## src/adc_settings.svh

```systemverilog
`ifndef ADC_SETTINGS_SVH
`define ADC_SETTINGS_SVH

// Width of one signed ADC sample
`define ADC_DATA_WIDTH 16

// Largest decimation exponent, ratios run from 1 to 16
`define ADC_MAX_DEC_SHIFT 4

// Sample FIFO entries, and the decimator's initial credit count
`define ADC_FIFO_DEPTH 8

// Fractional bits of the calibration gain (Q4.12, 1.0 is 4096)
`define ADC_GAIN_FRAC 12

`endif

```

## src/adc_pkg.sv

```systemverilog
`default_nettype none

`include "adc_settings.svh"

package adc_pkg;

    // Raw and calibrated samples share one signed format
    typedef logic signed [`ADC_DATA_WIDTH-1:0] sample_t;

    // Block sum of up to 2^ADC_MAX_DEC_SHIFT samples, wide enough to never wrap
    typedef logic signed [`ADC_DATA_WIDTH+`ADC_MAX_DEC_SHIFT-1:0] acc_t;

    // Unsigned Q4.12 gain
    typedef logic [15:0] gain_t;

    // Decimation exponent, valid range is 0 to ADC_MAX_DEC_SHIFT
    typedef logic [2:0] shift_t;

endpackage

`default_nettype wire

```

## src/adc_decimator.sv

```systemverilog
`timescale 1ns/1ps
`default_nettype none

`include "adc_settings.svh"

module adc_decimator import adc_pkg::*; (
    input  wire     clock,
    input  wire     rst,
    input  sample_t in_data,
    input  wire     in_valid,
    input  shift_t  dec_shift,
    input  wire     credit_return,
    output logic    push,
    output sample_t push_data,
    output logic    overrun
);

    localparam int COUNT_W  = `ADC_MAX_DEC_SHIFT;
    localparam int CREDIT_W = $clog2(`ADC_FIFO_DEPTH + 1);

    logic [COUNT_W-1:0]  sample_count;
    logic [COUNT_W:0]    block_last;
    logic [CREDIT_W-1:0] credits;
    acc_t                acc;
    acc_t                acc_sum;
    acc_t                acc_avg;
    logic                block_done;
    logic                take;

    // Index of the final sample in a block, one extra bit so 2^4 fits
    assign block_last = ({{COUNT_W{1'b0}}, 1'b1} << dec_shift) - 1'b1;

    // The first sample of a block starts a fresh sum
    always_comb begin
        if (sample_count == '0) begin
            acc_sum = acc_t'(in_data);
        end else begin
            acc_sum = acc + acc_t'(in_data);
        end
        acc_avg = acc_sum >>> dec_shift;
    end

    assign block_done = in_valid && (sample_count == block_last[COUNT_W-1:0]);

    // A block only goes to the FIFO when a credit is held at the moment it completes
    assign take = block_done && (credits != '0);

    always_ff @(posedge clock) begin
        if (rst) begin
            sample_count <= '0;
        end else if (in_valid) begin
            if (block_done) begin
                sample_count <= '0;
            end else begin
                sample_count <= sample_count + 1'b1;
            end
        end
    end

    always_ff @(posedge clock) begin
        if (in_valid) begin
            acc <= acc_sum;
        end
    end

    always_ff @(posedge clock) begin
        if (rst) begin
            credits <= CREDIT_W'(`ADC_FIFO_DEPTH);
        end else begin
            case ({take, credit_return})
                2'b10:   credits <= credits - 1'b1;
                2'b01:   credits <= credits + 1'b1;
                default: credits <= credits;
            endcase
        end
    end

    always_ff @(posedge clock) begin
        if (rst) begin
            push    <= 1'b0;
            overrun <= 1'b0;
        end else begin
            push <= take;
            // Sticky, a dropped block is never forgotten until reset
            if (block_done && (credits == '0)) begin
                overrun <= 1'b1;
            end
        end
    end

    always_ff @(posedge clock) begin
        if (take) begin
            push_data <= acc_avg[`ADC_DATA_WIDTH-1:0];
        end
    end

endmodule

`default_nettype wire

```

## src/sample_fifo.sv

```systemverilog
`timescale 1ns/1ps
`default_nettype none

`include "adc_settings.svh"

module sample_fifo import adc_pkg::*; (
    input  wire     clock,
    input  wire     rst,
    input  wire     push,
    input  sample_t push_data,
    input  wire     pop,
    output logic    fifo_valid,
    output sample_t fifo_data,
    output logic    credit_return
);

    localparam int DEPTH   = `ADC_FIFO_DEPTH;
    localparam int PTR_W   = $clog2(DEPTH);
    localparam int COUNT_W = $clog2(DEPTH + 1);

    sample_t            mem [DEPTH];
    logic [PTR_W-1:0]   wr_ptr;
    logic [PTR_W-1:0]   rd_ptr;
    logic [COUNT_W-1:0] count;
    logic               do_pop;

    assign do_pop = pop && fifo_valid;

    // The head entry is read straight out of its storage register
    assign fifo_valid = (count != '0);
    assign fifo_data  = mem[rd_ptr];

    // No full check here, the decimator never pushes without a credit
    always_ff @(posedge clock) begin
        if (push) begin
            mem[wr_ptr] <= push_data;
        end
    end

    always_ff @(posedge clock) begin
        if (rst) begin
            wr_ptr        <= '0;
            rd_ptr        <= '0;
            count         <= '0;
            credit_return <= 1'b0;
        end else begin
            if (push) begin
                wr_ptr <= (wr_ptr == PTR_W'(DEPTH - 1)) ? '0 : wr_ptr + 1'b1;
            end
            if (do_pop) begin
                rd_ptr <= (rd_ptr == PTR_W'(DEPTH - 1)) ? '0 : rd_ptr + 1'b1;
            end
            case ({push, do_pop})
                2'b10:   count <= count + 1'b1;
                2'b01:   count <= count - 1'b1;
                default: count <= count;
            endcase
            // One credit goes back to the decimator for every entry handed on
            credit_return <= do_pop;
        end
    end

endmodule

`default_nettype wire

```

## src/adc_calibrator.sv

```systemverilog
`timescale 1ns/1ps
`default_nettype none

`include "adc_settings.svh"

module adc_calibrator import adc_pkg::*; (
    input  wire     clock,
    input  wire     rst,
    input  wire     fifo_valid,
    input  sample_t fifo_data,
    output logic    pop,
    input  sample_t cal_offset,
    input  gain_t   cal_gain,
    output logic    out_valid,
    output sample_t out_data,
    input  wire     out_ready
);

    localparam int DIFF_W = `ADC_DATA_WIDTH + 1;
    localparam int PROD_W = DIFF_W + $bits(gain_t) + 1;

    // Limits of sample_t, held at product width for the saturation compare
    localparam logic signed [PROD_W-1:0] SAT_MAX =
        {{(PROD_W - `ADC_DATA_WIDTH + 1){1'b0}}, {(`ADC_DATA_WIDTH - 1){1'b1}}};
    localparam logic signed [PROD_W-1:0] SAT_MIN =
        {{(PROD_W - `ADC_DATA_WIDTH + 1){1'b1}}, {(`ADC_DATA_WIDTH - 1){1'b0}}};

    logic signed [DIFF_W-1:0] diff;
    logic signed [DIFF_W-1:0] s1_data;
    logic                     s1_valid;
    logic                     s1_ready;
    logic                     s2_ready;
    logic signed [PROD_W-1:0] product;
    logic signed [PROD_W-1:0] scaled;
    sample_t                  sat_data;

    // A stage moves on when the one after it is empty or being emptied
    assign s2_ready = !out_valid || out_ready;
    assign s1_ready = !s1_valid || s2_ready;
    assign pop      = fifo_valid && s1_ready;

    // One extra bit keeps the offset subtraction from wrapping
    assign diff = fifo_data - cal_offset;

    always_comb begin
        product = s1_data * $signed({1'b0, cal_gain});
        scaled  = product >>> `ADC_GAIN_FRAC;
        if (scaled > SAT_MAX) begin
            sat_data = SAT_MAX[`ADC_DATA_WIDTH-1:0];
        end else if (scaled < SAT_MIN) begin
            sat_data = SAT_MIN[`ADC_DATA_WIDTH-1:0];
        end else begin
            sat_data = scaled[`ADC_DATA_WIDTH-1:0];
        end
    end

    always_ff @(posedge clock) begin
        if (rst) begin
            s1_valid  <= 1'b0;
            out_valid <= 1'b0;
        end else begin
            if (s1_ready) begin
                s1_valid <= fifo_valid;
            end
            if (s2_ready) begin
                out_valid <= s1_valid;
            end
        end
    end

    always_ff @(posedge clock) begin
        if (pop) begin
            s1_data <= diff;
        end
        // Output data stays put while the sink holds off
        if (s1_valid && s2_ready) begin
            out_data <= sat_data;
        end
    end

endmodule

`default_nettype wire

```

## src/window_comparator.sv

```systemverilog
`timescale 1ns/1ps
`default_nettype none

module window_comparator import adc_pkg::*; (
    input  wire     clock,
    input  wire     rst,
    input  wire     sample_valid,
    input  sample_t sample,
    input  sample_t threshold_high,
    input  sample_t threshold_low,
    input  wire     latch_mode,
    input  wire     clear_trips,
    output logic    trip_high,
    output logic    trip_low
);

    logic above;
    logic below;

    // Both limits are exclusive, a sample equal to a threshold does not trip
    assign above = (sample > threshold_high);
    assign below = (sample < threshold_low);

    always_ff @(posedge clock) begin
        if (rst) begin
            trip_high <= 1'b0;
            trip_low  <= 1'b0;
        end else if (clear_trips) begin
            trip_high <= 1'b0;
            trip_low  <= 1'b0;
        end else if (sample_valid) begin
            if (latch_mode) begin
                // Latched flags only ever set here
                trip_high <= trip_high || above;
                trip_low  <= trip_low || below;
            end else begin
                trip_high <= above;
                trip_low  <= below;
            end
        end
    end

endmodule

`default_nettype wire

```

## src/adc_processing.sv

```systemverilog
`timescale 1ns/1ps
`default_nettype none

module adc_processing import adc_pkg::*; (
    input  wire     clock,
    input  wire     rst,
    input  sample_t in_data,
    input  wire     in_valid,
    input  shift_t  dec_shift,
    input  sample_t cal_offset,
    input  gain_t   cal_gain,
    input  sample_t fast_high,
    input  sample_t fast_low,
    input  sample_t slow_high,
    input  sample_t slow_low,
    input  wire     latch_mode,
    input  wire     clear_trips,
    output logic    out_valid,
    output sample_t out_data,
    input  wire     out_ready,
    output logic    overrun,
    output logic    fast_trip_high,
    output logic    fast_trip_low,
    output logic    slow_trip_high,
    output logic    slow_trip_low
);

    logic    push;
    sample_t push_data;
    logic    credit_return;
    logic    fifo_valid;
    sample_t fifo_data;
    logic    pop;
    logic    out_fire;

    // The slow comparator sees each calibrated sample as it leaves
    assign out_fire = out_valid && out_ready;

    adc_decimator dec (
        .clock(clock),
        .rst(rst),
        .in_data(in_data),
        .in_valid(in_valid),
        .dec_shift(dec_shift),
        .credit_return(credit_return),
        .push(push),
        .push_data(push_data),
        .overrun(overrun)
    );

    sample_fifo fifo (
        .clock(clock),
        .rst(rst),
        .push(push),
        .push_data(push_data),
        .pop(pop),
        .fifo_valid(fifo_valid),
        .fifo_data(fifo_data),
        .credit_return(credit_return)
    );

    adc_calibrator calibrator (
        .clock(clock),
        .rst(rst),
        .fifo_valid(fifo_valid),
        .fifo_data(fifo_data),
        .pop(pop),
        .cal_offset(cal_offset),
        .cal_gain(cal_gain),
        .out_valid(out_valid),
        .out_data(out_data),
        .out_ready(out_ready)
    );

    // Raw stream, checked on every ADC sample
    window_comparator fast_cmp (
        .clock(clock),
        .rst(rst),
        .sample_valid(in_valid),
        .sample(in_data),
        .threshold_high(fast_high),
        .threshold_low(fast_low),
        .latch_mode(latch_mode),
        .clear_trips(clear_trips),
        .trip_high(fast_trip_high),
        .trip_low(fast_trip_low)
    );

    window_comparator slow_cmp (
        .clock(clock),
        .rst(rst),
        .sample_valid(out_fire),
        .sample(out_data),
        .threshold_high(slow_high),
        .threshold_low(slow_low),
        .latch_mode(latch_mode),
        .clear_trips(clear_trips),
        .trip_high(slow_trip_high),
        .trip_low(slow_trip_low)
    );

endmodule

`default_nettype wire

```

## config.mk

```make
export PLATFORM = sky130hd
export DESIGN_NAME = adc_processing
export DESIGN_NICKNAME = d
export VERILOG_FILES = /design/src/adc_pkg.sv /design/src/adc_decimator.sv /design/src/sample_fifo.sv /design/src/adc_calibrator.sv /design/src/window_comparator.sv /design/src/adc_processing.sv
export VERILOG_INCLUDE_DIRS = /design/src
export SDC_FILE = /design/constraint.sdc
export NUM_CORES = 1
export LEC_CHECK = 0
export BUFFER_PORTS_ARGS = -buffer_cell sky130_fd_sc_hd__buf_2
export CAP_MARGIN = 0
export CORE_ASPECT_RATIO = 0.5
export CORE_MARGIN = 3
export CORE_UTILIZATION = 40
export CTS_CLUSTER_SIZE = 24
export DETAILED_ROUTE_END_ITERATION = 10
export PLACE_DENSITY = 0.65
export SLEW_MARGIN = 20
export SYNTH_ARGS = -nofsm -noshare
export SYNTH_HDL_FRONTEND = slang
export SYNTH_SLANG_ARGS = --single-unit
```

## constraint.sdc

```tcl
create_clock -name clock -period 8.4 [get_ports clock]
set_clock_uncertainty 0.15 [all_clocks]
set_input_delay 1.68 -clock clock [delete_from_list [all_inputs] [get_ports clock]]
set_output_delay 1.68 -clock clock [all_outputs]
set_load 0.005 [all_outputs]
```

Word level (Yosys, flattened, before mapping)
Memory sizes are Yosys's and may differ from the RTL's. A register that Yosys moved wholly into a read port is not among the register bits.
Index checks and enable logic that the tools add are counted.
{"block": "totals", "mem_count": 1, "mem_bits_rw": 128, "elab_cells": 82, "reg_bits": 96, "inputBits": 121, "out_inout_bits": 22}
{"block": "classes", "mul": 1, "n_eq_ne": 7, "mux": 15, "shifts": 2, "add_sub_neg": 10, "reduce_logical": 22, "order_cmp": 6}
{"memory": "fifo.mem", "words": 8, "word_bits": 16, "rd": 1, "rd_clocked_by_memory_dff": 1, "wr": 1, "line_no": "sample_fifo.sv:21", "text": "sample_t mem [DEPTH];"}
{"op": "17-bit by 17-bit multiplier with 34-bit output", "count": 1}
{"op": "16-bit greater-than comparator", "count": 2}
{"op": "16-bit < comparator", "count": 2}
{"op": "22-bit by 16-bit greater-than comparator with 1-bit output (second input constant)", "count": 1}
{"op": "22-bit by 16-bit < comparator with 1-bit output (second input constant)", "count": 1}
{"op": "20-bit by 16-bit adder with 20-bit output", "count": 1}
{"op": "20-bit 2-to-1 mux", "count": 1}
{"op": "20-bit by 3-bit >>> shifter with 16-bit output", "count": 1}
{"op": "16-bit by 16-bit subtractor with 17-bit output", "count": 1}
{"op": "16-bit 2-to-1 mux", "count": 1}
{"op": "4-bit case mux with 2 select lines", "count": 2}
{"op": "4-bit by 1-bit adder with 4-bit output (second input constant)", "count": 3}
{"op": "3-bit 2-to-1 mux", "count": 4}
{"op": "4-bit by 1-bit subtractor with 4-bit output (second input constant)", "count": 3}
{"op": "4-bit zero test", "count": 2}
{"op": "4-bit nonzero test", "count": 2}
{"op": "1-bit logical AND", "count": 7}
{"op": "3-bit by 1-bit adder with 3-bit output (second input constant)", "count": 2}
{"op": "3-bit equality test (second input constant)", "count": 2}
{"op": "1-bit logical OR", "count": 6}
{"op": "1-bit 2-to-1 mux", "count": 6}
{"op": "2-bit by 1-bit equality test with 1-bit output (second input constant)", "count": 2}
{"op": "2-bit equality test (second input constant)", "count": 2}
{"op": "4-bit equality test", "count": 1}
{"op": "5 further kinds", "count": 7}

Logic depth before layout (Yosys ltp)
{"block": "logic_depth", "depth_word": 7, "depth_mapped": 28, "mapped_depth_nobuf": 25}

By module
From an unflattened synthesis, not the netlist that was laid out.
{"block": "hier_totals", "cells_unflattened": 2302, "area_unflattened_um2": 23749.0}
{"mod": "adc_calibrator", "seq_area_each_um2": 1031.0, "instances": 1, "cells_each": 1386, "area_each_um2": 12490.7}
{"mod": "sample_fifo", "seq_area_each_um2": 4124.0, "instances": 1, "cells_each": 260, "area_each_um2": 5595.4}
{"mod": "adc_decimator", "seq_area_each_um2": 1281.2, "instances": 1, "cells_each": 411, "area_each_um2": 3797.4}
{"mod": "window_comparator", "seq_area_each_um2": 40.0, "instances": 2, "cells_each": 122, "area_each_um2": 929.6}
{"mod": "adc_processing", "seq_area_each_um2": 0.0, "instances": 1, "cells_each": 1, "area_each_um2": 6.3}

Least setup slack after synthesis
Ideal clock, no wire load.
{"block": "synth_path", "kind": "input port to flip-flop", "start": "input cal_gain[4]", "end": "register calibrator.out_data[10] (data pin)", "path_buffers": 3, "setup_slack_ns": -0.014, "arrival_ns": 8.010, "cell_stages": 23, "t_required_ns": 7.996, "setup_time_ns": 0.254, "cell_sequence": "clkbuf_1 clkbuf_1 nand2_1 fa_1 fa_1 inv_1 fa_1 fa_1 fa_1 inv_1 fa_1 inv_1 ha_1 or3_1 a221o_1 a22o_1 a31oi_4 o21ai_1 or3_1 a21oi_1 a41oi_2 buf_6 a21o_1"}
{"block": "synth_between", "elab_chain_cells": 3, "word_cells_on_any_way": 4, "cone_classes": "mul: 1; order compare: 2; mux: 1"}
{"element": "start, declared", "line_no": "adc_processing.sv:11", "text": "input gain_t cal_gain,"}
{"element": "17-bit by 17-bit multiplier with 34-bit output *", "line_no": "adc_calibrator.sv:46", "text": "product = s1_data * $signed({1'b0, cal_gain});"}
{"element": "22-bit by 16-bit < comparator with 1-bit output", "line_no": "adc_calibrator.sv:50", "text": "end else if (scaled < SAT_MIN) begin"}
{"element": "16-bit 2-to-1 mux", "line_no": "adc_calibrator.sv:50"}
{"element": "end signal, assigned", "line_no": "adc_calibrator.sv:77", "text": "out_data <= sat_data;"}
{"element": "end, declared", "line_no": "adc_calibrator.sv:15", "text": "output sample_t out_data,"}
Mark *: on every way between the ends. The rest lies on a longest branch, timed or not.
A chain may end at the register's enable or synchronous reset.

Worst setup path after layout
{"block": "layout_path", "start": "input cal_gain[12]", "end": "register calibrator.out_data[3] (data pin)"}
The elaborated chain is that of the path after synthesis.

==> results.py <==
metrics = {
    "run_status": {
        "status": "finished clean",
    },
    "critical_path": {
        "critical_path.slowest_cell": "fa_1",
        "cp.arrival_ns": 8.20,
        "crit_family": "adder cells",
        "worst_setup_path_end_kind": "flop",
        "crit_required_ns": 8.53,
        "critPathKind": "input port to flop",
        "cpPeakStageDelay_ns": 0.56,
        "ff2ff_path_depth": 24,
        "crit_path_start_kind": "input port",
        "path_depth": 25,
        "worstPathMaxFanout": 9,
        "cp_num_buf_inv": 9,
    },
    "grt": {
        "grt_max_degree": 30,
        "grt_pass1_vias": 16300,
        "grt_remaining_overflow": 0,
        "gr-usage-all-layers": 0.179,
        "grt_pass1_wl_um": 86100,
        "antenna_found_initial": 3,
    },
    "synth": {
        "yosysWarnings": 0,
        "syn_area_per_cell_um2": 10.4,
        "yosysTopAreaCell": "edfxtp_1",
        "synth_compound_area_frac": 0.0758,
        "yosys.area_share.adder": 0.351,
        "synth_seq_cells": 227,
        "synth_top_family_by_area": "adder cells",
        "synth_nets": 2805,
        "synthXorXnorAreaFrac": 0.0244,
        "yosys.area_share.simple": 0.112,
        "synthArstFlopShare": 0,
        "seq_area_frac_synth": 0.284,
        "synth_top_area_share": 0.258,
        "synthFlopType": "edfxtp_1",
        "synth-edff-count": 197,
        "synth_area_leaders": "edfxtp_1 26%, fa_1 24%, ha_1 11%, inv_1 7.8%, nand2_1 3.5%",
        "syn_inst": 2208,
        "yosysUniqueCellTypes": 73,
        "netlist_area_um2": 23000,
        "synth_mux_area_frac": 0.0618,
    },
    "placed_design": {
        "gp_congestion": 0.874,
        "dp_hpwl_um": 42100,
        "pre_cts_ws_ns": -0.388,
        "io_buffers": 142,
        "dp_cells": 3104,
    },
    "routing": {
        "wirelength_um": 53200,
        "drc": 0,
        "vias": 15800,
        "drtIter0Drc": 942,
        "first_pass_iters": 5,
        "avgRoutedWirePerCell_um": 16.9,
        "antenna_left": 0,
        "via_per_inst": 5.01,
    },
    "die": {
        "die-area_um2": 60500,
        "die_h_um": 175,
        "ios": 143,
        "fp.dieW_um": 345,
        "start_util": 0.409,
        "core_area_um2": 56200,
        "rows": 61,
    },
    "timing": {
        "finalMaxSlewViolations": 0,
        "maxSlewHeadroom": 0.303,
        "worst_pin_slew_ns": 1.04,
        "whs_ns": 0.317,
        "fmax_mhz": 124,
        "timing.final.crit_share": 0.961,
        "final.min_clock_period_ns": 8.07,
        "setup_viol": 0,
        "hold_viol_final": 0,
        "rsz0062_at_grt": "no",
        "setup_ws_ns": 0.328,
    },
    "worst_hold_path": {
        "hold_depth": 2,
        "worstHoldPathType": "flop to flop",
    },
    "cells_and_area": {
        "fillers": 5277,
        "layout.nets": 2974,
        "final_common_cell": "inv_1",
        "instances_no_fill": 3152,
        "post_route_cells_drive_above_1_share": 0.135,
        "multi_input_area_um2": 14400,
        "layout_common_cells": "480 x inv_1, 281 x fa_1, 215 x nand2_1, 197 x edfxtp_1, 195 x ha_1",
        "synthToLayoutAreaGrowth_pct": 12.1,
        "ff_latch_area_um2": 6520,
    },
    "clocking": {
        "cts.path.max_buffers": 3,
        "clk_pin_slew_ns": 0.07,
        "cts_root_buffer": "clkbuf_16",
        "numCtsBuffers": 24,
        "clk_latency_ns": 0.52,
        "cts_tree": "done",
        "cts_sinks": 227,
        "ctsHoldBuffers": 0,
        "htree_levels": 1,
    },
    "flow_run": {
        "cap_viol_max_count": 0,
    },
}
[metrics by stage]
step / utilization / TNS (ns) / instance area (µm²)
after floorplan: - / 0 / 23000
after global placement: 0.443 / -4.75 / 24900
after detailed placement: 0.443 / -4.71 / 24900
after CTS: 0.458 / 0 / 25700
after global routing: 0.458 / 0 / 25700
final: 0.458 / 0 / 25700
[Yosys cell counts, drive strengths merged, types with 25 or more instances]
cell	instances
inv	480
fa	281
nand2	215
edfxtp	197
ha	195
and2	109
nor2	83
a21oi	76
clkbuf	60
o21ai	52
a21o	48
mux2i	45
xnor2	42
mux4	35
dfxtp	30
nor2b	25
[final timing paths]
| check | from | endpoint | slack (ns) |
|---|---|---|---|
| setup / recovery | cal_gain[12] | calibrator.out_data[3] | 0.33 |
| hold / removal | dec.overrun | dec.overrun | 0.32 |
| setup reg to reg | calibrator.s1_data[16] | calibrator.out_data[3] | 0.82 |
| hold reg to reg | dec.overrun | dec.overrun | 0.32 |
[layout make-up]
class,instances,share of cell area
multi-input cells,1430,0.559
flip-flops and latches,227,0.253
inverters,480,0.0700
repair buffers,214,0.0486
well taps,756,0.0367
clock buffers,32,0.0253
clock inverters,12,0.00675
diodes,1,0.0000972
[metal layers]
metal | wire length (µm) | vias to the layer above | global-route usage | share of wire
met5 | 24 | - | 0 | 0.00045
met4 | 1400 | 4 | 0.0438 | 0.026
met3 | 2680 | 78 | 0.0278 | 0.050
met2 | 25600 | 367 | 0.300 | 0.48
met1 | 23400 | 7821 | 0.244 | 0.44
li1 | - | 7506 | - | -
[registers in the layout, indices dropped and copies added, names as in the netlist, 3 cells and up, named ones only]
signal and cells:
calibrator.out_data 16, calibrator.s1_data 17, dec.acc 20, dec.credits 4, dec.push_data 16, dec.sample_count 4
fifo.count 4, fifo.mem 128, fifo.rd_ptr 3, fifo.wr_ptr 3
[cells by family after synthesis]
kind of cell / count (synthesis)
buf+inv: 551
simple gates: 536
fa+ha+maj: 476
compound gates: 258
flops: 227
mux: 96
xor+xnor: 64
[worst min-delay path, stage by stage, from the launching register on]
cell and delay [ns]:
dfxtp_1 0.32, a21oi_1 0.04, nor2_1 0.07
[repair_timing]
action / CTS / global route
setup endpoints to repair: 0 / 15
gates resized for setup: 0 / 1
buffers inserted: 0 / 3
Power is left out: the tool's default activity adds up to more than one toggle a clock period on the data nets, which glitch-free logic cannot reach.
